==> src/exSlice_config.svh <==
//########################################
// execute slice configuration
// widths of registers, pc and instruction words
//########################################

`ifndef EXSLICE_CONFIG_SVH
`define EXSLICE_CONFIG_SVH

// register and pc width
`define DATA_WIDTH 32

// register file depth and index width
`define REG_COUNT 32
`define REG_ADDR_WIDTH 5

// fetched instruction word
`define INSTR_WIDTH 32

`endif
==> src/isaPkg.sv <==
//########################################
// instruction set encodings
// opcodes, funct codes and ALU operations
//########################################

package isaPkg;

	// primary opcode field, instr[31:26]
	localparam logic [5:0] opRType = 6'h00;
	localparam logic [5:0] opJ     = 6'h02;
	localparam logic [5:0] opBeq   = 6'h04;
	localparam logic [5:0] opBne   = 6'h05;
	localparam logic [5:0] opAddi  = 6'h08;
	localparam logic [5:0] opSlti  = 6'h0a;
	localparam logic [5:0] opAndi  = 6'h0c;
	localparam logic [5:0] opOri   = 6'h0d;
	localparam logic [5:0] opLui   = 6'h0f;

	// funct field for R-type, instr[5:0]
	localparam logic [5:0] functAdd = 6'h20;
	localparam logic [5:0] functSub = 6'h22;
	localparam logic [5:0] functAnd = 6'h24;
	localparam logic [5:0] functOr  = 6'h25;
	localparam logic [5:0] functSlt = 6'h2a;

	// ALU control encoding
	// bit 2 marks the subtracting operations (sub, slt)
	typedef enum logic [2:0] {
		aluAnd = 3'b000,
		aluOr  = 3'b001,
		aluAdd = 3'b010,
		aluLui = 3'b011,
		aluSub = 3'b110,
		aluSlt = 3'b111
	} aluOpT;

endpackage

==> src/pipePkg.sv <==
//########################################
// pipeline record types
// decode-to-execute and commit payloads
//########################################

`include "exSlice_config.svh"

package pipePkg;

	// one decoded instruction, as held in execute
	typedef struct packed {
		isaPkg::aluOpT                aluOp;
		logic                         useImm;
		logic                         isBeq;
		logic                         isBne;
		logic                         isJump;
		// decode-side intent, commit makes the final call
		logic                         writeEnable;
		logic [`REG_ADDR_WIDTH-1:0]   destReg;
		// operands after forwarding
		logic [`DATA_WIDTH-1:0]       opA;
		logic [`DATA_WIDTH-1:0]       opB;
		// sign-extended 16-bit immediate
		logic [`DATA_WIDTH-1:0]       imm;
		logic [25:0]                  jumpIndex;
		logic [`DATA_WIDTH-1:0]       pcPlus4;
	} decodedInstrT;

	// one finished instruction
	typedef struct packed {
		logic                         writeEnable;
		logic [`REG_ADDR_WIDTH-1:0]   destReg;
		logic [`DATA_WIDTH-1:0]       data;
		logic [`DATA_WIDTH-1:0]       nextPc;
	} commitRecordT;

endpackage

==> src/exSlice.sv <==
//########################################
// decode-and-execute slice top
// decode, ALU, next-pc and commit
//########################################

`timescale 1ns/1ps
`include "exSlice_config.svh"

module exSlice (
	input  logic                       clk,
	input  logic                       rstN,
	input  logic                       issue,
	input  logic [`INSTR_WIDTH-1:0]    instr,
	input  logic [`DATA_WIDTH-1:0]     pcPlus4,
	output logic                       done,
	output logic                       writeEnable,
	output logic [`REG_ADDR_WIDTH-1:0] writeReg,
	output logic [`DATA_WIDTH-1:0]     writeData,
	output logic [`DATA_WIDTH-1:0]     nextPc
);

	// execute stage
	logic                       exValid;
	pipePkg::decodedInstrT      exInstr;
	logic [`DATA_WIDTH-1:0]     aluResult;
	logic [`DATA_WIDTH-1:0]     exNextPc;

	// bypass from execute
	logic                       fwdValid;
	logic [`REG_ADDR_WIDTH-1:0] fwdReg;
	logic [`DATA_WIDTH-1:0]     fwdData;

	// rf write port is the committed record itself
	decodeStage decode (
		.clk     (clk),
		.rstN    (rstN),
		.issue   (issue),
		.instr   (instr),
		.pcPlus4 (pcPlus4),
		.fwdValid(fwdValid),
		.fwdReg  (fwdReg),
		.fwdData (fwdData),
		.rfWrite (writeEnable),
		.rfReg   (writeReg),
		.rfData  (writeData),
		.exValid (exValid),
		.exInstr (exInstr)
	);

	aluUnit alu (
		.exInstr  (exInstr),
		.aluResult(aluResult)
	);

	nextPcUnit nextPcCalc (
		.exInstr(exInstr),
		.nextPc (exNextPc)
	);

	commitUnit commit (
		.clk        (clk),
		.rstN       (rstN),
		.exValid    (exValid),
		.exInstr    (exInstr),
		.aluResult  (aluResult),
		.nextPc     (exNextPc),
		.fwdValid   (fwdValid),
		.fwdReg     (fwdReg),
		.fwdData    (fwdData),
		.done       (done),
		.writeEnable(writeEnable),
		.writeReg   (writeReg),
		.writeData  (writeData),
		.nextPcOut  (nextPc)
	);

endmodule

==> src/commitUnit.sv <==
//########################################
// commit stage
// builds, registers and reports the commit record
//########################################

`timescale 1ns/1ps
`include "exSlice_config.svh"

module commitUnit (
	input  logic                       clk,
	input  logic                       rstN,
	input  logic                       exValid,
	input  pipePkg::decodedInstrT      exInstr,
	input  logic [`DATA_WIDTH-1:0]     aluResult,
	input  logic [`DATA_WIDTH-1:0]     nextPc,
	output logic                       fwdValid,
	output logic [`REG_ADDR_WIDTH-1:0] fwdReg,
	output logic [`DATA_WIDTH-1:0]     fwdData,
	output logic                       done,
	output logic                       writeEnable,
	output logic [`REG_ADDR_WIDTH-1:0] writeReg,
	output logic [`DATA_WIDTH-1:0]     writeData,
	output logic [`DATA_WIDTH-1:0]     nextPcOut
);

	pipePkg::commitRecordT exRecord;
	pipePkg::commitRecordT committed;

	// single point of write decision
	// r0 targets are dropped here
	assign exRecord.writeEnable = exValid && exInstr.writeEnable && (exInstr.destReg != '0);
	assign exRecord.destReg     = exInstr.destReg;
	assign exRecord.data        = aluResult;
	assign exRecord.nextPc      = nextPc;

	// bypass to decode, straight from execute
	assign fwdValid = exRecord.writeEnable;
	assign fwdReg   = exRecord.destReg;
	assign fwdData  = exRecord.data;

	stageReg #(
		.payloadT(pipePkg::commitRecordT)
	) commitReg (
		.clk    (clk),
		.rstN   (rstN),
		.load   (exValid),
		.dataIn (exRecord),
		.valid  (done),
		.dataOut(committed)
	);

	// write enable only counts during done, it also drives the rf write port
	assign writeEnable = done && committed.writeEnable;
	assign writeReg    = committed.destReg;
	assign writeData   = committed.data;
	assign nextPcOut   = committed.nextPc;

endmodule

==> src/nextPcUnit.sv <==
//########################################
// execute next-pc logic
// branch/jump targets and taken decision
//########################################

`timescale 1ns/1ps
`include "exSlice_config.svh"

module nextPcUnit (
	input  pipePkg::decodedInstrT   exInstr,
	output logic [`DATA_WIDTH-1:0]  nextPc
);

	logic [`DATA_WIDTH-1:0] branchTarget;
	logic [`DATA_WIDTH-1:0] jumpTarget;
	logic                   operandsEqual;
	logic                   branchTaken;

	// word offset relative to pc+4
	assign branchTarget = exInstr.pcPlus4 + (exInstr.imm << 2);

	// region bits from pc+4, index, word aligned
	assign jumpTarget = {exInstr.pcPlus4[`DATA_WIDTH-1 -: 4], exInstr.jumpIndex, 2'b00};

	// operands already carry forwarded values
	assign operandsEqual = (exInstr.opA == exInstr.opB);

	assign branchTaken = (exInstr.isBeq && operandsEqual) ||
		(exInstr.isBne && !operandsEqual);

	// jump wins, then taken branch, else fall through
	always_comb begin
		if (exInstr.isJump) begin
			nextPc = jumpTarget;
		end else if (branchTaken) begin
			nextPc = branchTarget;
		end else begin
			nextPc = exInstr.pcPlus4;
		end
	end

endmodule

==> src/aluUnit.sv <==
//########################################
// execute ALU
// source B select and arithmetic/logic ops
//########################################

`timescale 1ns/1ps
`include "exSlice_config.svh"

module aluUnit (
	input  pipePkg::decodedInstrT   exInstr,
	output logic [`DATA_WIDTH-1:0]  aluResult
);

	logic [`DATA_WIDTH-1:0] srcA;
	logic [`DATA_WIDTH-1:0] srcB;
	logic                   logicOp;

	assign srcA = exInstr.opA;

	// andi and ori take the immediate zero-extended
	assign logicOp = (exInstr.aluOp == isaPkg::aluAnd) || (exInstr.aluOp == isaPkg::aluOr);

	// second source
	always_comb begin
		if (!exInstr.useImm) begin
			srcB = exInstr.opB;
		end else if (logicOp) begin
			srcB = {{(`DATA_WIDTH-16){1'b0}}, exInstr.imm[15:0]};
		end else begin
			srcB = exInstr.imm;
		end
	end

	// operation select
	always_comb begin
		case (exInstr.aluOp)
			isaPkg::aluAnd: aluResult = srcA & srcB;
			isaPkg::aluOr:  aluResult = srcA | srcB;
			isaPkg::aluAdd: aluResult = srcA + srcB;
			isaPkg::aluSub: aluResult = srcA - srcB;
			// signed compare, result is 0 or 1
			isaPkg::aluSlt: begin
				aluResult = ($signed(srcA) < $signed(srcB)) ? `DATA_WIDTH'(1) : '0;
			end
			// lui places the 16-bit field in the upper half
			isaPkg::aluLui: aluResult = {exInstr.imm[15:0], {(`DATA_WIDTH-16){1'b0}}};
			default:        aluResult = '0;
		endcase
	end

endmodule

==> src/decodeStage.sv <==
//########################################
// decode stage
// field decode, register file, forward muxes
//########################################

`timescale 1ns/1ps
`include "exSlice_config.svh"

module decodeStage (
	input  logic                       clk,
	input  logic                       rstN,
	input  logic                       issue,
	input  logic [`INSTR_WIDTH-1:0]    instr,
	input  logic [`DATA_WIDTH-1:0]     pcPlus4,
	input  logic                       fwdValid,
	input  logic [`REG_ADDR_WIDTH-1:0] fwdReg,
	input  logic [`DATA_WIDTH-1:0]     fwdData,
	input  logic                       rfWrite,
	input  logic [`REG_ADDR_WIDTH-1:0] rfReg,
	input  logic [`DATA_WIDTH-1:0]     rfData,
	output logic                       exValid,
	output pipePkg::decodedInstrT      exInstr
);

	logic [5:0]                  opcode;
	logic [5:0]                  funct;
	logic [`REG_ADDR_WIDTH-1:0]  rs;
	logic [`REG_ADDR_WIDTH-1:0]  rt;
	logic [`REG_ADDR_WIDTH-1:0]  rd;
	logic [`DATA_WIDTH-1:0]      regFile [`REG_COUNT];
	pipePkg::decodedInstrT       decoded;

	// instruction fields
	assign opcode = instr[31:26];
	assign rs     = instr[25:21];
	assign rt     = instr[20:16];
	assign rd     = instr[15:11];
	assign funct  = instr[5:0];

	// register file, all zero out of reset
	// entry 0 is never written
	always_ff @(posedge clk or negedge rstN) begin
		if (!rstN) begin
			for (int i = 0; i < `REG_COUNT; i++) begin
				regFile[i] <= '0;
			end
		end else if (rfWrite && (rfReg != '0)) begin
			regFile[rfReg] <= rfData;
		end
	end

	// operand read priority
	// r0, execute-stage bypass, commit write port, array
	// commit write lands on the closing edge and is passed through here
	always_comb begin
		if (rs == '0) decoded.opA = '0;
		else if (fwdValid && (fwdReg == rs)) decoded.opA = fwdData;
		else if (rfWrite && (rfReg == rs)) decoded.opA = rfData;
		else decoded.opA = regFile[rs];

		if (rt == '0) decoded.opB = '0;
		else if (fwdValid && (fwdReg == rt)) decoded.opB = fwdData;
		else if (rfWrite && (rfReg == rt)) decoded.opB = rfData;
		else decoded.opB = regFile[rt];
	end

	// passthrough fields
	assign decoded.imm       = {{(`DATA_WIDTH-16){instr[15]}}, instr[15:0]};
	assign decoded.jumpIndex = instr[25:0];
	assign decoded.pcPlus4   = pcPlus4;

	// control decode
	// unknown opcode or funct ends up as a no-write add
	always_comb begin
		decoded.aluOp       = isaPkg::aluAdd;
		decoded.useImm      = 1'b0;
		decoded.isBeq       = 1'b0;
		decoded.isBne       = 1'b0;
		decoded.isJump      = 1'b0;
		decoded.writeEnable = 1'b0;
		decoded.destReg     = rt;
		case (opcode)
			isaPkg::opRType: begin
				decoded.destReg     = rd;
				decoded.writeEnable = 1'b1;
				case (funct)
					isaPkg::functAdd: decoded.aluOp = isaPkg::aluAdd;
					isaPkg::functSub: decoded.aluOp = isaPkg::aluSub;
					isaPkg::functAnd: decoded.aluOp = isaPkg::aluAnd;
					isaPkg::functOr:  decoded.aluOp = isaPkg::aluOr;
					isaPkg::functSlt: decoded.aluOp = isaPkg::aluSlt;
					default:          decoded.writeEnable = 1'b0;
				endcase
			end
			// I-type writes rt
			isaPkg::opAddi: begin
				decoded.aluOp       = isaPkg::aluAdd;
				decoded.useImm      = 1'b1;
				decoded.writeEnable = 1'b1;
			end
			isaPkg::opAndi: begin
				decoded.aluOp       = isaPkg::aluAnd;
				decoded.useImm      = 1'b1;
				decoded.writeEnable = 1'b1;
			end
			isaPkg::opOri: begin
				decoded.aluOp       = isaPkg::aluOr;
				decoded.useImm      = 1'b1;
				decoded.writeEnable = 1'b1;
			end
			isaPkg::opSlti: begin
				decoded.aluOp       = isaPkg::aluSlt;
				decoded.useImm      = 1'b1;
				decoded.writeEnable = 1'b1;
			end
			isaPkg::opLui: begin
				decoded.aluOp       = isaPkg::aluLui;
				decoded.useImm      = 1'b1;
				decoded.writeEnable = 1'b1;
			end
			// control flow, no register write
			isaPkg::opBeq: decoded.isBeq  = 1'b1;
			isaPkg::opBne: decoded.isBne  = 1'b1;
			isaPkg::opJ:   decoded.isJump = 1'b1;
			default: decoded.writeEnable = 1'b0;
		endcase
	end

	// decode-to-execute register
	stageReg #(
		.payloadT(pipePkg::decodedInstrT)
	) decodeReg (
		.clk    (clk),
		.rstN   (rstN),
		.load   (issue),
		.dataIn (decoded),
		.valid  (exValid),
		.dataOut(exInstr)
	);

endmodule

==> src/stageReg.sv <==
//########################################
// pipeline stage register
// captures a payload and flags it for one cycle
//########################################

`timescale 1ns/1ps

module stageReg #(
	parameter type payloadT = logic
) (
	input  logic    clk,
	input  logic    rstN,
	input  logic    load,
	input  payloadT dataIn,
	output logic    valid,
	output payloadT dataOut
);

	// strobe follows load by one cycle, never held
	always_ff @(posedge clk or negedge rstN) begin
		if (!rstN) begin
			valid <= 1'b0;
		end else begin
			valid <= load;
		end
	end

	// payload only, keeps last value between loads
	always_ff @(posedge clk) begin
		if (load) begin
			dataOut <= dataIn;
		end
	end

endmodule

==> config.mk <==
export PLATFORM = sky130hd
export DESIGN_NAME = exSlice
export DESIGN_NICKNAME = d
export VERILOG_FILES = /design/src/isaPkg.sv /design/src/pipePkg.sv /design/src/exSlice.sv /design/src/commitUnit.sv /design/src/nextPcUnit.sv /design/src/aluUnit.sv /design/src/decodeStage.sv /design/src/stageReg.sv
export VERILOG_INCLUDE_DIRS = /design/src
export SDC_FILE = /design/constraint.sdc
export NUM_CORES = 2
export LEC_CHECK = 0
export ABC_CLOCK_PERIOD_IN_PS = 6360
export BUFFER_PORTS_ARGS = -buffer_cell sky130_fd_sc_hd__buf_2
export CAP_MARGIN = 20
export CORE_MARGIN = 8
export CORE_UTILIZATION = 35
export CTS_CLUSTER_DIAMETER = 50
export CTS_CLUSTER_SIZE = 16
export DETAILED_ROUTE_END_ITERATION = 16
export SLEW_MARGIN = 40
export SYNTH_ARGS = -nofsm -noshare
export SYNTH_HDL_FRONTEND = slang
export SYNTH_HIERARCHICAL = 1
export SYNTH_SLANG_ARGS = --single-unit
==> constraint.sdc <==
create_clock -name clk -period 6.36 [get_ports clk]
set_clock_uncertainty 0.05 [all_clocks]
set_input_delay 0.636 -clock clk [delete_from_list [all_inputs] [get_ports clk]]
set_output_delay 0.636 -clock clk [all_outputs]
set_load 0.03 [all_outputs]
==> impl_metrics.yaml <==
global_routing:
  antenna_found_initial: 7
  grt_usage_pct: 21.2
  grt_overflow: 0
  grt_max_degree: 147
  first_global_vias: 49600
  grt_pass1_wl_um: 346000
detailed_routing:
  drtAntennaViolNets: 0
  totalWireLength_um: 237000
  route.vias.total: 48500
  wl_per_cell_um: 29.4
  first_pass_iters: 5
  via_per_inst: 6.03
  drc: 0
  first_iter_violations: 4582
finish:
  drive_gt1_share_pct: 39.9
  design_area_sq_mm: 0.0802
  final_util_pct: 39.7
  layout.nets: 5449
  syn2layout_area_growth_pct: 13.0
  final_cell_mix: "1075 x mux2_2, 1025 x dfrtp_1, 389 x mux4_2"
  n_fill_cell: 18700
  layout_commonest_cell: "mux2_2"
critical_path:
  cp_top_family: "compound AO/OA/AOI/OAI gates"
  slowest_stage: "o32ai_1"
  rr_startpoint: "decode/decodeReg/dataOut[163]$_DFFE_PP_"
  start_kind: "flop"
  r2r_setup_slack_ps: 1550
  rr_endpoint: "decode/decodeReg/dataOut[108]$_DFFE_PP_"
  cp_data_required_time_ps: 6960
  critPathBufInv: 2
  r2r_cells: 15
  cp_cell_sequence: "buf_4, mux2i_1, inv_1, fa_1, a211o_1, a21oi_2, a21o_1, nand2_1, a31oi_1, o21ai_0, a21oi_1, xor2_1, o211a_1, o32ai_1, a221o_1"
  endpoint_kind: "flop"
  cp.arrival_ps: 5410
  path_class: "reg -> reg"
  critPathMaxFanout: 17
  critPathMaxStageDelay_ps: 650
sta:
  finalWorstSetupSlack_ps: 1550
  tightestPinTransition_ps: 965
  fmax_mhz: 208
  finalSetupViolations: 0
  period_minus_slack_ps: 4810
  grt_setup_unrepaired: "false"
  hold_viol: 0
  min_period_over_period_pct: 75.7
  slew_violations: 0
  slew_headroom_pct: 35.1
  tns_ps: 0
hold_path:
  holdCritStartpoint: "instr[3]"
  holdPathStages: 1
  min_path_type: "in -> reg"
  min_to: "decode/decodeReg/dataOut[35]$_DFFE_PP_"
clock_tree:
  cts_buffers: 140
  cts-root-buf: "clkbuf_16"
  clockBufferDepth: 3
  clkLatencyLatePin_ps: 800
  cts_tree: "done"
  cts_setup_buffers: 0
  clk_pin_slew_ps: 50
  htreeDepth: 4
  cts_sinks: 1263
floorplan:
  core_sq_mm: 0.202
  fp.dieW_um: 466
  dieArea_sq_mm: 0.218
  initial_core_util_pct: 35.2
  placementRows: 165
  dieHeight_um: 466
  io_pins: 138
pwr:
  ir_drop_uv: 223
  p_leak_nw: 35.0
  pwr_density_cell_mw_per_mm2: 307
placed_design:
  gp_congestion: 0.935
  dp_hpwl_um: 152000
  post_dp_cell_area_sq_mm: 0.0748
  port_buffers: 137
  dp_slack_ps: 1620
synth:
  synthCells: 5293
  yosysTopAreaCellShare_pct: 36.2
  ys_ff_latch: 1263
  syn_avg_cell_area_sq_um: 13.4
  synth_area_sq_mm: 0.0710
  ys.flop_type: "dfrtp_1"
  synth.largest_area_cell: "dfrtp_1"
  async_reset_ff_share_pct: 81.2
  syn_nets: 5493
  ys_types: 96
  synth-seq-area-share_pct: 46.2
  yosysWarnings: 6
  ys_top_cells_by_area: "dfrtp_1 36%, mux2_2 17%, mux4_2 12%"
  synth_edf_count: 237
run_status:
  status: "finished clean"
run:
  cap_violations: 0
## state kept, by name (all words and copies together) (netlist names)
signal                    count
commit/commitReg/valid        1
decode/decodeReg/dataOut    167
commit/commitReg/dataOut     70
decode/regFile             1024
decode/decodeReg/valid        1
## per-layer routing
metal  share of wire (%)  track usage (%)  vias to the layer above
met4                 4.1             7.81                        4
met3                 7.4             4.35                      503
met5              0.0089                0                        -
met1                  44             29.7                    25700
met2                  45             32.5                     1970
li1                    -                -                    20300
## cell usage after synthesis, types with 15 or more instances
library cell  count
ha_1            130
a221oi_1         49
xor2_1           55
nor3_1           25
a21o_1           26
a31oi_1          26
o22ai_1          39
a22o_1           63
a21oi_1         143
buf_4            53
nor4_1           63
a22oi_1          23
a221o_1          69
dfrtp_1        1026
o21bai_1         18
and3_1           26
mux4_2          389
inv_1           130
clkbuf_1        312
nand4_1          15
o21ai_0          60
edfxtp_1        237
buf_1            62
nand2_1         138
buf_2           119
mux2_2         1075
mux2i_1         259
a211oi_1         82
nor2_1          140
nand3_1          33
xnor2_1          52
o221ai_1         94
nor2b_1          17
o211a_1          36
## per-stage QoR
step / hold slack, ps / power [mW] / instances
floorplan: 290 / 14.4 / 5293
global placement: 327 / 15.9 / 7718
detailed placement: 333 / 16.1 / 7733
CTS: 1.58 / 24.7 / 8033
global route: 42.6 / 25.6 / 8037
finish: 58.8 / 24.6 / 8040
## power breakdown
part	switching, mW	internal (mW)
clock network	3.67	4.91
registers	1.01	9.66
logic	2.66	2.69
total	7.35	17.3
## logic make-up after synthesis
family          synth area share (%)
compound gates                  8.92
xor+xnor                        1.32
fa+ha+maj                       2.38
buf+inv                         4.29
flops                           46.2
mux                             33.1
simple gates                    3.85
## worst max-delay path by stage
| stage | startpoint | end | slack, ps | depth (start not counted) |
|---|---|---|---|---|
| 2_1_floorplan | decode/decodeReg/dataOut[163]$_DFFE_PP_ | decode/decodeReg/dataOut[150]$_DFFE_PP_ | 2080 | 17 |
| 3_3_place_gp | decode/decodeReg/dataOut[163]$_DFFE_PP_ | decode/decodeReg/dataOut[108]$_DFFE_PP_ | 1650 | 15 |
| 3_5_place_dp | decode/decodeReg/dataOut[163]$_DFFE_PP_ | decode/decodeReg/dataOut[108]$_DFFE_PP_ | 1620 | 15 |
| 4_1_cts | decode/decodeReg/dataOut[163]$_DFFE_PP_ | decode/decodeReg/dataOut[108]$_DFFE_PP_ | 1610 | 15 |
| 5_1_grt | decode/decodeReg/dataOut[163]$_DFFE_PP_ | decode/decodeReg/dataOut[108]$_DFFE_PP_ | 1240 | 15 |
| 6_report | decode/decodeReg/dataOut[163]$_DFFE_PP_ | decode/decodeReg/dataOut[108]$_DFFE_PP_ | 1550 | 15 |
## final cells by class
type | instances | area, sq um | share of cell area, %
clock inverter | 86 | 1020 | 1.28
timing repair buffer | 372 | 3210 | 4.00
tap | 2672 | 3340 | 4.17
multi-input combinational | 3337 | 35500 | 44.2
antenna | 3 | 7.51 | 0.00936
sequential | 1263 | 32800 | 40.9
clock buffer | 172 | 3860 | 4.81
inverter | 135 | 517 | 0.644
## worst reg2reg max path: cells and delay by family, from the launching register on
kind	cells	cell delay (ps)
XOR/XNOR	1	80
AND/OR/NAND/NOR	1	70
AO/OA/AOI/OAI	9	2720
adder cells (fa/ha/maj)	1	460
buffers and inverters	2	470
multiplexers	1	450
flip-flops	1	400
## timing repair
action / CTS / global route
hold buffers: 42 / 0
hold endpoints to repair: 65 / 0
resized for setup: 0 / 0
No activity file was read; power rests on OpenSTA's default activity.
